<file path="config.mk">
export PLATFORM = sky130hd
export DESIGN_NAME = bus_subsys_top
export DESIGN_NICKNAME = d
export VERILOG_FILES = /design/src/common/bus_pkg.sv /design/src/hdl/bus_arbiter.sv /design/src/hdl/bus_subsys_top.sv /design/src/master/bus_master.sv /design/src/target/bus_target.sv
export VERILOG_INCLUDE_DIRS = /design/src /design/src/common
export SDC_FILE = /design/constraint.sdc
export NUM_CORES = 1
export LEC_CHECK = 0
export ABC_AREA = 1
export BUFFER_PORTS_ARGS = -buffer_cell sky130_fd_sc_hd__buf_2
export CORE_ASPECT_RATIO = 0.9
export CORE_UTILIZATION = 34
export DETAILED_ROUTE_END_ITERATION = 16
export GPL_TIMING_DRIVEN = 0
export PLACE_DENSITY_LB_ADDON = 0.08
export SKIP_LAST_GASP = 1
export SYNTH_ARGS = -nofsm -noshare
export SYNTH_HDL_FRONTEND = slang
export SYNTH_HIERARCHICAL = 1
export SYNTH_SLANG_ARGS = --single-unit
</file>
<file path="constraint.sdc">
create_clock -name clk -period 2.9 [get_ports clk]
set_input_delay 0.58 -clock clk [delete_from_list [all_inputs] [get_ports clk]]
set_output_delay 0.58 -clock clk [all_outputs]
set_load 0.01 [all_outputs]
</file>
<file path="src/common/bus_params.svh">
// ~~~~~~~~~~~~~~~~~~~~~~~~~~~~~~~~~~~~~~~~~~~~~~~~~~~~~~~~~~~~
// Timing and size constants of the shared bus.
// BUS_BURST_LEN must fit the 3-bit beat counter (at most 8).
// BUS_DECODE_CYCLES must be at least 1.
// BUS_TURNAROUND_CYCLES must be at least 2.
// ~~~~~~~~~~~~~~~~~~~~~~~~~~~~~~~~~~~~~~~~~~~~~~~~~~~~~~~~~~~~

`ifndef BUS_PARAMS_SVH
`define BUS_PARAMS_SVH

// Data beats in every burst.
`define BUS_BURST_LEN 8

// Targets on the bus, one trdy_n bit each.
`define BUS_NUM_TARGETS 2

// Cycles from the target seeing frame_n low
// to its trdy_n going low.
`define BUS_DECODE_CYCLES 2

// Cycles from trdy_n low to the first data beat.
`define BUS_TURNAROUND_CYCLES 2

`endif

</file>
<file path="src/common/bus_pkg.sv">
// ~~~~~~~~~~~~~~~~~~~~~~~~~~~~~~~~~~~~~~~~~~~~~~~~~~~~~~~~~~~~
// Types shared by the bus masters, arbiter and targets.
// State names carry a prefix so both FSMs fit in one package.
// Widths here must agree with the macros in bus_params.svh.
// ~~~~~~~~~~~~~~~~~~~~~~~~~~~~~~~~~~~~~~~~~~~~~~~~~~~~~~~~~~~~

package bus_pkg;

	typedef logic [7:0] byte_t;     // One data byte.
	typedef logic [8:0] beat_t;     // {rw, byte} as carried on data_c.
	typedef logic [2:0] beat_cnt_t; // Beat index and short delays.
	typedef logic       sel_t;      // Target select where 1 picks target 1.

	// Master side of one burst.
	typedef enum logic [2:0] {
		MS_IDLE,
		MS_REQUEST,    // req_n low while waiting on gnt_n.
		MS_ADDRESS,    // First cycle with frame_n low.
		MS_WAIT_TRDY,
		MS_TURNAROUND,
		MS_DATA,
		MS_RELEASE     // Bus lines back high, cmd_done pulse.
	} master_state_e;

	// Target side of one burst.
	typedef enum logic [1:0] {
		TS_IDLE,
		TS_DECODE,     // Select seen, trdy_n still high.
		TS_TURNAROUND, // trdy_n low, no data yet.
		TS_DATA
	} target_state_e;

endpackage

</file>
<file path="src/hdl/bus_arbiter.sv">
// ~~~~~~~~~~~~~~~~~~~~~~~~~~~~~~~~~~~~~~~~~~~~~~~~~~~~~~~~~~~~
// Two-master round-robin arbiter and shared bus multiplexer.
// A grant is held until the owner raises req_n, and the bus
// stays idle for one cycle between owners.
// With no owner the bus is parked with frame_n/irdy_n high and data_c 0.
// ~~~~~~~~~~~~~~~~~~~~~~~~~~~~~~~~~~~~~~~~~~~~~~~~~~~~~~~~~~~~

`timescale 1ns/1ps

module bus_arbiter (
	input  logic           clk,
	input  logic           rst_n,
	input  logic [1:0]     req_n,
	input  logic [1:0]     m_frame_n,
	input  logic [1:0]     m_irdy_n,
	input  logic [1:0]     m_r_sel,
	input  bus_pkg::beat_t m_data_c0,
	input  bus_pkg::beat_t m_data_c1,
	input  bus_pkg::byte_t t_data0,
	input  bus_pkg::byte_t t_data1,
	output logic [1:0]     gnt_n,
	output logic           frame_n,
	output logic           irdy_n,
	output bus_pkg::sel_t  r_sel,
	output bus_pkg::beat_t data_c,
	output bus_pkg::byte_t data_o
);

	logic busy;       // A master owns the bus.
	logic owner;      // Valid while busy.
	logic last_owner; // Owner of the previous transaction.
	logic winner;

	// When both ask, the one that did not go last wins.
	// Otherwise req_n[0] high means only master 1 is asking.
	assign winner = (req_n == 2'b00) ? ~last_owner : req_n[0];

	always_ff @(posedge clk or negedge rst_n)
	begin
		if (!rst_n)
		begin
			busy       <= 1'b0;
			owner      <= 1'b0;
			last_owner <= 1'b1; // Master 0 goes first.
		end
		else if (!busy)
		begin
			if (req_n != 2'b11)
			begin
				busy  <= 1'b1;
				owner <= winner;
			end
		end
		else if (req_n[owner])
		begin
			// Owner is done.
			busy       <= 1'b0;
			last_owner <= owner;
		end
	end

	assign gnt_n[0] = ~(busy & ~owner);
	assign gnt_n[1] = ~(busy & owner);

	// Owner onto the shared lines.
	always_comb
	begin
		if (busy)
		begin
			frame_n = m_frame_n[owner];
			irdy_n  = m_irdy_n[owner];
			r_sel   = bus_pkg::sel_t'(m_r_sel[owner]);
			data_c  = owner ? m_data_c1 : m_data_c0;
		end
		else
		begin
			frame_n = 1'b1;
			irdy_n  = 1'b1;
			r_sel   = 1'b0;
			data_c  = '0;
		end
	end

	// Read byte back from the addressed target.
	assign data_o = r_sel ? t_data1 : t_data0;

endmodule

</file>
<file path="src/hdl/bus_subsys_top.sv">
// ~~~~~~~~~~~~~~~~~~~~~~~~~~~~~~~~~~~~~~~~~~~~~~~~~~~~~~~~~~~~
// Two masters, one arbiter and two targets on a shared bus.
// Each master has its own command port. A command runs one
// full burst to the target named by cmdN_target.
// ~~~~~~~~~~~~~~~~~~~~~~~~~~~~~~~~~~~~~~~~~~~~~~~~~~~~~~~~~~~~

`timescale 1ns/1ps
`include "bus_params.svh"

module bus_subsys_top (
	input  logic           clk,
	input  logic           rst_n,
	input  logic           cmd0_valid,
	input  logic           cmd0_write,
	input  bus_pkg::sel_t  cmd0_target,
	input  bus_pkg::byte_t wdata0,
	input  logic           cmd1_valid,
	input  logic           cmd1_write,
	input  bus_pkg::sel_t  cmd1_target,
	input  bus_pkg::byte_t wdata1,
	output logic           cmd0_ready,
	output logic           wdata0_take,
	output bus_pkg::byte_t rdata0,
	output logic           rdata0_valid,
	output logic           cmd0_done,
	output logic           cmd1_ready,
	output logic           wdata1_take,
	output bus_pkg::byte_t rdata1,
	output logic           rdata1_valid,
	output logic           cmd1_done
);

	// Per-master lines into the arbiter.
	logic [1:0]     req_n;
	logic [1:0]     gnt_n;
	logic [1:0]     m_frame_n;
	logic [1:0]     m_irdy_n;
	logic [1:0]     m_r_sel;
	bus_pkg::beat_t m_data_c0;
	bus_pkg::beat_t m_data_c1;

	// Shared bus.
	logic                        frame_n;
	logic                        irdy_n;
	bus_pkg::sel_t               r_sel;
	bus_pkg::beat_t              data_c;
	bus_pkg::byte_t              data_o;
	logic [`BUS_NUM_TARGETS-1:0] trdy_n;
	bus_pkg::byte_t              t_data0;
	bus_pkg::byte_t              t_data1;

	bus_master m0 (
		.clk(clk), .rst_n(rst_n),
		.cmd_valid(cmd0_valid), .cmd_write(cmd0_write), .cmd_target(cmd0_target),
		.wdata(wdata0), .gnt_n(gnt_n[0]), .trdy_n(trdy_n), .data_o(data_o),
		.cmd_ready(cmd0_ready), .wdata_take(wdata0_take), .rdata(rdata0),
		.rdata_valid(rdata0_valid), .cmd_done(cmd0_done), .req_n(req_n[0]),
		.frame_n(m_frame_n[0]), .irdy_n(m_irdy_n[0]), .r_sel(m_r_sel[0]),
		.data_c(m_data_c0)
	);

	bus_master m1 (
		.clk(clk), .rst_n(rst_n),
		.cmd_valid(cmd1_valid), .cmd_write(cmd1_write), .cmd_target(cmd1_target),
		.wdata(wdata1), .gnt_n(gnt_n[1]), .trdy_n(trdy_n), .data_o(data_o),
		.cmd_ready(cmd1_ready), .wdata_take(wdata1_take), .rdata(rdata1),
		.rdata_valid(rdata1_valid), .cmd_done(cmd1_done), .req_n(req_n[1]),
		.frame_n(m_frame_n[1]), .irdy_n(m_irdy_n[1]), .r_sel(m_r_sel[1]),
		.data_c(m_data_c1)
	);

	bus_arbiter arb0 (
		.clk(clk), .rst_n(rst_n), .req_n(req_n),
		.m_frame_n(m_frame_n), .m_irdy_n(m_irdy_n), .m_r_sel(m_r_sel),
		.m_data_c0(m_data_c0), .m_data_c1(m_data_c1),
		.t_data0(t_data0), .t_data1(t_data1), .gnt_n(gnt_n),
		.frame_n(frame_n), .irdy_n(irdy_n), .r_sel(r_sel),
		.data_c(data_c), .data_o(data_o)
	);

	bus_target #(.TARGET_ID(0)) t0 (
		.clk(clk), .rst_n(rst_n), .frame_n(frame_n), .irdy_n(irdy_n),
		.r_sel(r_sel), .data_c(data_c), .trdy_n(trdy_n[0]), .rdata(t_data0)
	);

	bus_target #(.TARGET_ID(1)) t1 (
		.clk(clk), .rst_n(rst_n), .frame_n(frame_n), .irdy_n(irdy_n),
		.r_sel(r_sel), .data_c(data_c), .trdy_n(trdy_n[1]), .rdata(t_data1)
	);

endmodule

</file>
<file path="src/master/bus_master.sv">
// ~~~~~~~~~~~~~~~~~~~~~~~~~~~~~~~~~~~~~~~~~~~~~~~~~~~~~~~~~~~~
// Burst master. One accepted command becomes one full burst.
// Write bytes are pulled with wdata_take one cycle ahead of
// each beat. Read bytes are valid only while rdata_valid is
// high and have no back-pressure.
// ~~~~~~~~~~~~~~~~~~~~~~~~~~~~~~~~~~~~~~~~~~~~~~~~~~~~~~~~~~~~

`timescale 1ns/1ps
`include "bus_params.svh"

module bus_master (
	input  logic                        clk,
	input  logic                        rst_n,
	input  logic                        cmd_valid,
	input  logic                        cmd_write,
	input  bus_pkg::sel_t               cmd_target,
	input  bus_pkg::byte_t              wdata,
	input  logic                        gnt_n,
	input  logic [`BUS_NUM_TARGETS-1:0] trdy_n,
	input  bus_pkg::byte_t              data_o,
	output logic                        cmd_ready,
	output logic                        wdata_take,
	output bus_pkg::byte_t              rdata,
	output logic                        rdata_valid,
	output logic                        cmd_done,
	output logic                        req_n,
	output logic                        frame_n,
	output logic                        irdy_n,
	output bus_pkg::sel_t               r_sel,
	output bus_pkg::beat_t              data_c
);

	bus_pkg::master_state_e state;
	bus_pkg::beat_cnt_t     cnt;     // Turnaround delay, then beat index.
	logic                   write_q; // Direction of the current command.
	bus_pkg::sel_t          sel_q;   // Target of the current command.
	logic                   last_turn;
	logic                   last_beat;

	assign last_turn = (cnt == bus_pkg::beat_cnt_t'(`BUS_TURNAROUND_CYCLES - 2));
	assign last_beat = (cnt == bus_pkg::beat_cnt_t'(`BUS_BURST_LEN - 1));

	// Command latch.
	always_ff @(posedge clk)
	begin
		if (state == bus_pkg::MS_IDLE && cmd_valid)
		begin
			write_q <= cmd_write;
			sel_q   <= cmd_target;
		end
	end

	always_ff @(posedge clk or negedge rst_n)
	begin
		if (!rst_n)
		begin
			state   <= bus_pkg::MS_IDLE;
			cnt     <= '0;
			req_n   <= 1'b1;
			frame_n <= 1'b1;
			irdy_n  <= 1'b1;
			data_c  <= '0;
		end
		else
		begin
			case (state)
				bus_pkg::MS_IDLE:
					if (cmd_valid)
					begin
						req_n <= 1'b0;
						state <= bus_pkg::MS_REQUEST;
					end
				bus_pkg::MS_REQUEST:
					if (!gnt_n)
					begin
						frame_n <= 1'b0;
						irdy_n  <= 1'b0;
						state   <= bus_pkg::MS_ADDRESS;
					end
				bus_pkg::MS_ADDRESS:
					state <= bus_pkg::MS_WAIT_TRDY;
				bus_pkg::MS_WAIT_TRDY:
					if (!trdy_n[sel_q])
					begin
						cnt   <= '0;
						state <= bus_pkg::MS_TURNAROUND;
					end
				bus_pkg::MS_TURNAROUND:
					if (last_turn)
					begin
						cnt    <= '0;
						data_c <= {write_q, write_q ? wdata : 8'h00}; // First beat.
						state  <= bus_pkg::MS_DATA;
					end
					else
						cnt <= cnt + 1'b1;
				bus_pkg::MS_DATA:
					if (last_beat)
					begin
						data_c  <= '0;
						req_n   <= 1'b1;
						frame_n <= 1'b1;
						irdy_n  <= 1'b1;
						state   <= bus_pkg::MS_RELEASE;
					end
					else
					begin
						cnt    <= cnt + 1'b1;
						data_c <= {write_q, write_q ? wdata : 8'h00};
					end
				bus_pkg::MS_RELEASE:
					state <= bus_pkg::MS_IDLE;
				default:
					state <= bus_pkg::MS_IDLE;
			endcase
		end
	end

	assign cmd_ready = (state == bus_pkg::MS_IDLE);
	assign cmd_done  = (state == bus_pkg::MS_RELEASE);
	assign r_sel     = sel_q;

	// Byte for the next beat is taken on this edge.
	assign wdata_take = write_q &&
		((state == bus_pkg::MS_TURNAROUND && last_turn) ||
		 (state == bus_pkg::MS_DATA && !last_beat));

	// Read data is live during the beat cycles only.
	assign rdata_valid = !write_q && (state == bus_pkg::MS_DATA);
	assign rdata       = rdata_valid ? data_o : 8'h00;

endmodule

</file>
<file path="src/target/bus_target.sv">
// ~~~~~~~~~~~~~~~~~~~~~~~~~~~~~~~~~~~~~~~~~~~~~~~~~~~~~~~~~~~~
// Bus target with one burst buffer and no address decode.
// A read returns the last burst written here, zeros after reset.
// Direction is taken per beat from bit 8 of data_c.
// TARGET_ID is 0 or 1 and is matched against r_sel.
// ~~~~~~~~~~~~~~~~~~~~~~~~~~~~~~~~~~~~~~~~~~~~~~~~~~~~~~~~~~~~

`timescale 1ns/1ps
`include "bus_params.svh"

module bus_target #(
	parameter int TARGET_ID = 0
) (
	input  logic           clk,
	input  logic           rst_n,
	input  logic           frame_n,
	input  logic           irdy_n,
	input  bus_pkg::sel_t  r_sel,
	input  bus_pkg::beat_t data_c,
	output logic           trdy_n,
	output bus_pkg::byte_t rdata
);

	bus_pkg::target_state_e state;
	bus_pkg::beat_cnt_t     cnt;
	bus_pkg::byte_t         buffer [`BUS_BURST_LEN];
	logic                   selected;
	logic                   last_decode;
	logic                   last_turn;
	logic                   last_beat;

	assign selected    = !frame_n && !irdy_n && (r_sel == bus_pkg::sel_t'(TARGET_ID));
	assign last_decode = (cnt == bus_pkg::beat_cnt_t'(`BUS_DECODE_CYCLES - 1));
	assign last_turn   = (cnt == bus_pkg::beat_cnt_t'(`BUS_TURNAROUND_CYCLES - 1));
	assign last_beat   = (cnt == bus_pkg::beat_cnt_t'(`BUS_BURST_LEN - 1));

	always_ff @(posedge clk or negedge rst_n)
	begin
		if (!rst_n)
		begin
			state  <= bus_pkg::TS_IDLE;
			cnt    <= '0;
			trdy_n <= 1'b1;
		end
		else
		begin
			case (state)
				bus_pkg::TS_IDLE:
					if (selected)
					begin
						cnt   <= '0;
						state <= bus_pkg::TS_DECODE;
					end
				bus_pkg::TS_DECODE:
					if (last_decode)
					begin
						cnt    <= '0;
						trdy_n <= 1'b0;
						state  <= bus_pkg::TS_TURNAROUND;
					end
					else
						cnt <= cnt + 1'b1;
				bus_pkg::TS_TURNAROUND:
					if (last_turn)
					begin
						cnt   <= '0;
						state <= bus_pkg::TS_DATA;
					end
					else
						cnt <= cnt + 1'b1;
				bus_pkg::TS_DATA:
					if (last_beat)
					begin
						trdy_n <= 1'b1; // Master raises frame_n on the same edge.
						state  <= bus_pkg::TS_IDLE;
					end
					else
						cnt <= cnt + 1'b1;
				default:
					state <= bus_pkg::TS_IDLE;
			endcase
		end
	end

	// Burst buffer, one entry per beat.
	always_ff @(posedge clk or negedge rst_n)
	begin
		if (!rst_n)
		begin
			for (int i = 0; i < `BUS_BURST_LEN; i++)
				buffer[i] <= 8'h00;
		end
		else if (state == bus_pkg::TS_DATA && !irdy_n && data_c[8])
			buffer[cnt] <= data_c[7:0];
	end

	// Read byte for the current beat.
	assign rdata = (state == bus_pkg::TS_DATA && !data_c[8]) ? buffer[cnt] : 8'h00;

endmodule

</file>
## Yosys cells after proc, flatten, opt, wreduce, memory -nomap -nowiden

Cells that the tools add are included.

| operators by class | value |
|---|---|
| reduce and logical (&&, ||, !) cells | 65 |
| mux-type cells | 97 |
| $lt $le $gt $ge | 7 |
| equality and inequality tests | 47 |
| $add $sub $neg | 4 |
| bitwise gates (word level) | 8 |

Operators by type and width:

| cell | number |
|---|---|
| bitwise mux 64 bit | 2 |
| two-way mux 8 bit | 13 |
| two-way mux 3 bit | 22 |
| two-way mux 9 bit | 6 |
| binary-select mux 8 bit (select 3 bit) | 2 |
| demux 8 bit (select 3 bit) | 2 |
| one-hot mux 3 bit (3 select lines) | 4 |
| one-hot mux 3 bit (6 select lines) | 2 |
| one-hot mux 9 bit (2 select lines) | 2 |
| == test 3 bit, second input constant | 10 |
| inequality test 2 x 1 -> 1 bit, second input constant | 14 |
| two-way mux 1 bit | 26 |
| AND reduction 3 bit | 8 |
| logical AND 1 bit | 20 |
| inequality test 2 bit, second input constant | 9 |
| two-way mux 2 bit | 8 |
| one-hot mux 2 bit (4 select lines) | 2 |
| nonzero test 2 bit | 8 |
| adder 3 x 1 -> 3 bit, second input constant | 4 |
| == test 3 x 1 -> 1 bit, second input constant | 4 |
| == test 3 x 2 -> 1 bit, second input constant | 4 |
| logical NOT 3 bit | 4 |
| one-hot mux 1 bit (2 select lines) | 6 |
| AND reduction 2 bit | 6 |
| 15 further kinds | 40 |

| word-level totals | value |
|---|---|
| logic and storage cells | 267 |
| input port bits | 24 |
| output and inout port bits | 24 |
| flip-flop bits (word level) | 181 |

## Longest topological paths before layout

Gate-level depths: netlist of run 1.

| logic depth | value |
|---|---|
| depth in word-level cells | 7 |
| depth in mapped cells | 12 |
| gate-level depth less buffers | 11 |

## Modules after synthesis

Netlist of run 1, hierarchy kept.

By module, submodules not included:

| module | cells each | area an instance (µm²) | times used |
|---|---|---|---|
| bus_target (t0) | 453 | 3429.5 | 1 |
| bus_target (t1) | 452 | 3427.0 | 1 |
| bus_master (m1) | 137 | 1061.0 | 1 |
| bus_master (m0) | 133 | 994.7 | 1 |
| bus_arbiter | 83 | 431.7 | 1 |

## Least setup slack after synthesis of run 1

Ideal clock, no wire load.

| path | value |
|---|---|
| path kind | reg-to-output |
| start point | register t0.cnt[0] |
| end point | output port rdata0[0] |
| path slack | 0.734 ns |
| cell stages (with the launch flop) | 13 |
| data arrival time | 1.586 ns |
| path through | dfrtp_1 -> buf_2 -> buf_1 -> nand2_1 -> nand2_1 -> nand2_1 -> nand2_1 -> nand2_1 -> a21oi_1 -> nand3_1 -> nand2_1 -> inv_1 -> nor2_1 |

| between the ends | value |
|---|---|
| word-level cells in the longest chain between the ends | 7 |

RTL lines:

| item | line | RTL |
|---|---|---|
| start, declared | bus_target.sv:25 | `bus_pkg::beat_cnt_t cnt;` |
| start signal, assigned | bus_target.sv:62 | `cnt <= cnt + 1'b1;` |
| start signal, assigned | bus_target.sv:70 | `cnt <= cnt + 1'b1;` |
| start signal, assigned | bus_target.sv:78 | `cnt <= cnt + 1'b1;` |
| inverter 3 -> 4 bit (implied by the code) | bus_target.sv:98 | `assign rdata = (state == bus_pkg::TS_DATA && !data_c[8]) ? buffer[cnt] : 8'h00;` |
| binary-select mux 8 bit (select 3 bit) | bus_target.sv:98 |  |
| two-way mux 8 bit (implied by the code) (2 in series) | bus_target.sv:98 |  |
| two-way mux 8 bit | bus_target.sv:98 |  |
| via t_data0[0] | bus_subsys_top.sv:49 | `bus_pkg::byte_t t_data0;` |
| two-way mux 8 bit | bus_arbiter.sv:85 | `assign data_o = r_sel ? t_data1 : t_data0;` |
| via data_o[0] | bus_subsys_top.sv:47 | `bus_pkg::byte_t data_o;` |
| two-way mux 8 bit | bus_master.sv:130 | `assign rdata = rdata_valid ? data_o : 8'h00;` |
| end, declared | bus_subsys_top.sv:23 | `output bus_pkg::byte_t rdata0,` |

The timed path passes the listed nets, and every way through them passes these cells. The select of a mux whose other input is x is not followed.

## Worst setup path in the final report of run 1

Ends and elaborated chain as after synthesis.

==> metrics.md, run 1 <==
| Metric | Value |
|---|---|
| Max Clock Freq | 357 MHz |
| Endpoints failing setup | 0 |
| Ys async rst share | 97.8% |
| Die Y | 159 um |
| Worst endpoint required time | 2320 ps |
| Largest net degree at the start of global routing | 106 |
| YS warnings | 6 |
| Layout cells sized above 1 | 16.7% |
| Slew of the pin with the lowest slew margin | 591 ps |
| Setup_tns | 0 ps |
| Placed Cells | 1660 |
| Total Routing Usage GR | 20.0% |
| Leakage | 5.55 nW |
| Slew Limit Fails | 0 |
| Initial DRC count | 637 |
| Worst hold slack | 85.3 ps |
| Post-route clock period utilization | 96.5% |
| Most frequent cells in the layout | nand2_1 (560), dfrtp_1 (166), o21ai_0 (149) |
| Startpoint Class | flip-flop |
| TritonCTS Buffers | 17 |
| Post-synth EDFFs | 4 |
| Hpwl dp | 19.0 mm |
| Flop-to-flop setup slack | 500 ps |
| CP Max Fanout | 7 |
| Worst vdd ir | 0.373 mV |
| Clock sink total | 181 |
| Syn Inst Count | 1258 |
| Layout Nets | 1388 |
| Die Area | 28200 um2 |
| PwrDens | 840 nW/um2 |
| DR vias/cell | 4.84 |
| Post-CTS Hold Buffers | 0 |
| Fill cells | 2773 |
| Unrepaired setup endpoints after global routing | true |
| WL final | 27.3 mm |
| CP Cell Sequence | buf_12, buf_8, nand2_1, nand2_1, nand2_1, nand2_1, nand2_2, a21oi_4, nand3_1, nand2_2, inv_1, nor2_1, buf_2 |
| Core box area | 27000 um2 |
| Non-filler instance count after layout | 1711 |
| Slowest stage delay, CP | 470 ps |
| Clock latency on the worst-skew pair | 450 ps |
| Placed cell area | 10100 um2 |
| Category of the most critical setup path | flip-flop to output pin |
| Vias in the first global route | 7710 |
| Seq/Total Area, Yosys | 48.8% |
| Max Cap Viol | 0 |
| Min Tclk post-route | 2800 ps |
| Clk Tree Root Cell | clkbuf_16 |
| Hold WC Path Type | primary input to async pin |
| ANT cells | 0 |
| Count of final hold-check violations | 0 |
| Status | finished clean |
| Post-Syn Area | 9340 um2 |
| Design area | 11200 um2 |
| Synth Flop Type | dfrtp_1 |
| Std cell rows | 57 |
| Antenna violations before repair | 0 |
| CTS tree | yes |
| Routability Congestion | 0.868 |
| Slew headroom | 60.5% |
| Starting Density | 34.6% |
| Unique masters post-synth | 31 |
| Reg clk slew, reported paths | 70 ps |
| Area Growth Syn to Fin | 20.3% |
| Arr. time, crit path | 2220 ps |
| Element type at the critical path end | output pin |
| Antenna-violating nets left | 0 |
| Most frequent CP cell | nand2_1 |
| Drc violations | 0 |
| Clock tree buffer depth | 2 |
| Slowest CP cell | dfrtp_2 |
| First-pass GRT wire length | 42.9 mm |
| DR WL/cell | 16.0 um |
| Most common cell after layout, fill and taps aside | nand2_1 |
| Clk_skew | 15.5 ps |
| Drt pass-1 iters | 5 |
| Mapped Nets | 1302 |
| Total grt overflow | 0 |
| H-Tree Depth | 4 |
| IO Pins | 48 |
| Die X | 177 um |
| Avg Inst Size Synth | 7.43 um2 |
| #FFs+latches synth | 181 |
| Port bufs | 47 |
| Vias post-DR | 8280 |
[path summary, 6_finish.rpt]
check | from | end | depth (start not counted)
worst min register to register | arb0/last_owner | arb0/last_owner | 2
worst max register to register | arb0/owner | t0/buffer[54] | 11
max in group asynchronous | rst_n | t1/cnt[0] | 2
min in group clk | cmd1_target | m1/r_sel | 1
worst min-delay path | rst_n | t0/buffer[41] | 1
worst max-delay path | t0/cnt[0] | rdata0[0] | 13
[final cells by class]
type | instances | area (um2) | area share [%]
timing repair buffer | 66 | 484 | 4.31
sequential | 181 | 4560 | 40.6
multi-input combinational | 933 | 4340 | 38.6
clock buffer | 19 | 443 | 3.94
timing repair inverter | 1 | 5.00 | 0.0445
inverter | 94 | 369 | 3.28
clock inverter | 13 | 136 | 1.21
buffer | 50 | 457 | 4.06
tap | 354 | 443 | 3.94
[routing by layer]
layer	part of all wire, %	wire [um]	global-route usage [%]	up-vias
met2	44	12100	29.6	159
met3	3.3	905	3.20	10
li1	-	-	-	4156
met5	0	0	0	-
met1	52	14100	30.4	3955
met4	0.78	213	4.31	0
[synthesized netlist by cell type, types with 2 or more instances]
| cell | instances | share of area [%] |
|---|---|---|
| nand2_1 | 586 | 24 |
| dfrtp_1 | 170 | 46 |
| o21ai_0 | 149 | 8.0 |
| inv_1 | 85 | 3.4 |
| nor2_1 | 61 | 2.5 |
| nand3_1 | 47 | 2.5 |
| a21oi_1 | 21 | 1.1 |
| ha_1 | 20 | 2.7 |
| nand4_1 | 17 | 1.1 |
| buf_2 | 16 | 0.86 |
| clkbuf_1 | 13 | 0.52 |
| buf_6 | 10 | 1.2 |
| nor3_1 | 8 | 0.43 |
| buf_1 | 7 | 0.28 |
| dfstp_2 | 7 | 2.0 |
| nand3_2 | 6 | 0.64 |
| buf_4 | 4 | 0.32 |
| clkinv_1 | 4 | 0.16 |
| edfxtp_1 | 4 | 1.3 |
| inv_2 | 4 | 0.16 |
| o21ai_1 | 3 | 0.16 |
| o21ai_2 | 3 | 0.28 |
| a21o_1 | 2 | 0.16 |
| a31oi_1 | 2 | 0.13 |
| nand2_2 | 2 | 0.13 |
| nor3_4 | 2 | 0.35 |
[power breakdown]
part           internal (W)  total [W]  switching (W)
registers           0.00302    0.00338       0.000355
logic               0.00121    0.00373        0.00251
clock network       0.00124    0.00234        0.00110
[logic make-up after synthesis]
logic type	Yosys count	share of synthesized area [%]
DFF	181	48.8
AOI/OAI and AO/OA	182	10.1
buffers and inverters	144	6.99
adders and majority gates	20	2.68
and+or+nand+nor	731	31.4
[worst max-delay path: cells and delay by family (launching register included)]
family / cells / cell delay, ps
AND/OR/NAND/NOR: 8 / 670
buffers and inverters: 4 / 490
flip-flops: 1 / 470
AO/OA/AOI/OAI: 1 / 160
[state kept, by name, summed over array words and instances, names as in the netlist, 2 cells and up]
register   cells
m1/cnt         3
t0/state       2
t1/cnt         3
t1/state       2
t1/buffer     64
m1/data_c      9
m0/state       3
m1/state       3
t0/buffer     64
t0/cnt         3
m0/cnt         3
m0/data_c      9
[repair_timing]
item	in CTS	in global routing
setup endpoints to repair	16	16
gates cloned	0	5
gates resized for setup	59	80
setup buffers	2	12
pin swaps	0	12
[through the flow]
step / utilization [%] / power (W) / setup slack, ps
global placement: 37.1 / 0.00656 / -1970
CTS: 40.0 / 0.00912 / 0.178
detailed placement: 37.2 / 0.00658 / 46.0
floorplan: - / 0.00539 / 734
global route: 41.6 / 0.0101 / -55.4
finish: 41.6 / 0.00945 / 102
(Power assumes the default switching activity.)
==> inputs of run 2 (changes only) <==
--- a/config.mk
+++ b/config.mk
@@ -11,7 +11,9 @@
 export CORE_ASPECT_RATIO = 0.9
 export CORE_UTILIZATION = 34
+export CTS_CLUSTER_DIAMETER = 120
 export DETAILED_ROUTE_END_ITERATION = 16
 export GPL_TIMING_DRIVEN = 0
 export PLACE_DENSITY_LB_ADDON = 0.08
+export RECOVER_POWER = 50
 export SKIP_LAST_GASP = 1
 export SYNTH_ARGS = -nofsm -noshare
==> constraint.sdc (replaced) <==
create_clock -name clk -period 2.9 [get_ports clk]
set_input_delay 0.58 -clock clk [delete_from_list [all_inputs] [get_ports clk]]
set_output_delay 0.58 -clock clk [all_outputs]
set_load 0.005 [all_outputs]
==> run 2 against run 1 <==
The run now ends with capacitance limit, slew limit left; sequential share of layout area grew 0.49 points; critical path depth is the same; via count fell by 0.19%; sequential cell count is the same; critical path type unchanged; core utilization is 0.51 points lower; sequential power barely moved; setup slack better by 8.5 ps; routed wire length shrank 0.74%; highest routed layer unchanged; final area fell by 1.2%; die area stayed put; count of clock-buffer cells in the layout unchanged.
==> metrics.md, run 2 (synthesized netlist as in run 1, its figures left out) <==
| Metric | Value |
|---|---|
| Largest registers | t0/buffer: 64 flops, t1/buffer: 64 flops |
| Hpwl dp | 19.0 mm |
| Port bufs | 47 |
| Total grt overflow | 0 |
| Post-route clock period utilization | 96.2% |
| Met2 GRT Util | 29.4% |
| Antenna-violating nets left | 0 |
| Clk Tree Root Cell | clkbuf_16 |
| Die X | 177 um |
| Arr. time, crit path | 2210 ps |
| Hold path startpoint | cmd1_target |
| Leakage | 5.50 nW |
| Area Growth Syn to Fin | 18.9% |
| CP Cell Sequence | buf_12, buf_8, nand2_1, nand2_1, nand2_1, nand2_1, nand2_1, a21oi_2, nand3_2, nand2_2, inv_1, nor2_1, buf_2 |
| Hold WC Path Type | primary input to flip-flop |
| Reg area | 4560 um2 |
| Endpoints failing setup | 0 |
| Element type at the critical path end | output pin |
| Category of the most critical setup path | flip-flop to output pin |
| Antenna violations before repair | 0 |
| PwrDens | 839 nW/um2 |
| Starting Density | 34.6% |
| Placed Cells | 1660 |
| Reg-to-reg critical path endpoint | t0/buffer[5] |
| Fill cells | 2786 |
| Clock latency on the worst-skew pair | 440 ps |
| Worst hold slack | 309 ps |
| Core box area | 27000 um2 |
| Slowest CP cell | dfrtp_2 |
| Slew headroom | -26.7% |
| Layout cells sized above 1 | 15.3% |
| R2R cell count | 11 |
| H-Tree Depth | 4 |
| Met3 global-route usage | 3.22% |
| Most common cell after layout, fill and taps aside | nand2_1 |
| Die Area | 28200 um2 |
| Number of cells on the worst hold path | 1 |
| Multi-input logic area | 4290 um2 |
| Placed cell area | 10100 um2 |
| Layout Nets | 1382 |
| CP Max Fanout | 10 |
| Max Cap Viol | 1 |
| First-pass GRT wire length | 42.9 mm |
| Min Tclk post-route | 2790 ps |
| Clock tree buffer depth | 2 |
| Max Clock Freq | 359 MHz |
| Most frequent cells in the layout | nand2_1 (570), dfrtp_1 (167), o21ai_0 (149) |
| Total Routing Usage GR | 20.0% |
| Vias in the first global route | 7708 |
| Gr busiest metal | met1 |
| Post-CTS Hold Buffers | 0 |
| Setup ws final | 111 ps |
| Die Y | 159 um |
| Slew of the pin with the lowest slew margin | 1900 ps |
| Met1 usage | 30.4% |
| Largest net degree at the start of global routing | 106 |
| IO Pins | 48 |
| Hold EP | m1/r_sel |
| Startpoint Class | flip-flop |
| Clock sink total | 181 |
| Drc violations | 0 |
| Routability Congestion | 0.868 |
| Status | complete, but fails checks |
| WL final | 27.1 mm |
| Failing checks | capacitance limit, slew limit |
| Slew Limit Fails | 73 |
| Initial DRC count | 622 |
| Non-filler instance count after layout | 1705 |
| Vias post-DR | 8264 |
| Worst vdd ir | 0.373 mV |
| Clk_skew | 14.8 ps |
| Count of final hold-check violations | 0 |
| DR vias/cell | 4.85 |
| Unrepaired setup endpoints after global routing | true |
| CTS tree | yes |
| ANT cells | 0 |
| Worst endpoint required time | 2320 ps |
| Std cell rows | 57 |
| Slowest stage delay, CP | 460 ps |
| Worst-case setup slack after placement | 63.8 ps |
| Most frequent CP cell | nand2_1 |
| DR WL/cell | 15.9 um |
| Drt pass-1 iters | 5 |
| Design area | 11100 um2 |
| R2R Path Start | arb0/owner |
| Flop-to-flop setup slack | 530 ps |
| TritonCTS Buffers | 17 |
| Reg clk slew, reported paths | 70 ps |
[run 2: cell count changes in the layout (fill, tap and decap cells not counted), sizes merged]
cell	previous run	this run
buf	104	98
clkbuf	31	32
clkinvlp	4	3
[run 2: area by class of cell]
cell class,instances,area share (%)
Sequential cell,181,41.1
Tap cell,354,3.99
Inverter,94,3.29
Clock inverter,13,1.23
Buffer,50,4.08
Timing Repair Buffer,61,3.72
Multi-Input combinational cell,933,38.6
Clock buffer,19,3.99
[run 2: power breakdown]
group | switching [W] | internal [W] | total [W]
sequential | 0.000348 | 0.00302 | 0.00337
combinational | 0.00246 | 0.00115 | 0.00361
clock | 0.00110 | 0.00124 | 0.00234
total | 0.00391 | 0.00541 | 0.00932
[run 2: what timing repair did]
| action | in CTS | in global routing |
|---|---|---|
| setup endpoints to repair | 16 | 16 |
| resized for setup | 54 | 70 |
| cloned | 0 | 3 |
| buffers inserted | 1 | 9 |
| pin swaps | 0 | 14 |
[run 2: how the worst max path moves through the flow]
stage / startpoint / end / slack, ps / cells after the start
2_1_floorplan: t0/cnt[0] / rdata0[0] / 800 / 12
3_3_place_gp: rst_n / m0/cnt[1] / -1970 / 1
3_5_place_dp: t0/cnt[0] / rdata0[4] / 60 / 13
4_1_cts: arb0/busy / rdata1[6] / 0.7 / 13
5_1_grt: t0/cnt[1] / rdata0[7] / -40 / 11
6_report: t0/cnt[0] / rdata0[4] / 110 / 13
[run 2: per-stage QoR]
stage                     util, %  total power, W  TNS [ps]
after global placement       37.1         0.00655   -336430
after detailed placement     37.2         0.00657         0
after floorplan                 -         0.00538         0
after CTS                    39.9         0.00909         0
after global routing         41.1         0.00997      -132
final                        41.1         0.00932         0
[run 2: metal layers]
layer / vias to the layer above / routed length (um)
li1: 4145 / -
met2: 177 / 11900
met1: 3925 / 13800
met4: 0 / 267
met5: - / 0
met3: 17 / 1080
[run 2: critical path, delay by kind of cell (launching register included)]
| family | cells | cell delay, ps |
|---|---|---|
| AO/OA/AOI/OAI | 1 | 170 |
| buffers and inverters | 4 | 470 |
| flip-flops | 1 | 460 |
| AND/OR/NAND/NOR | 8 | 650 |
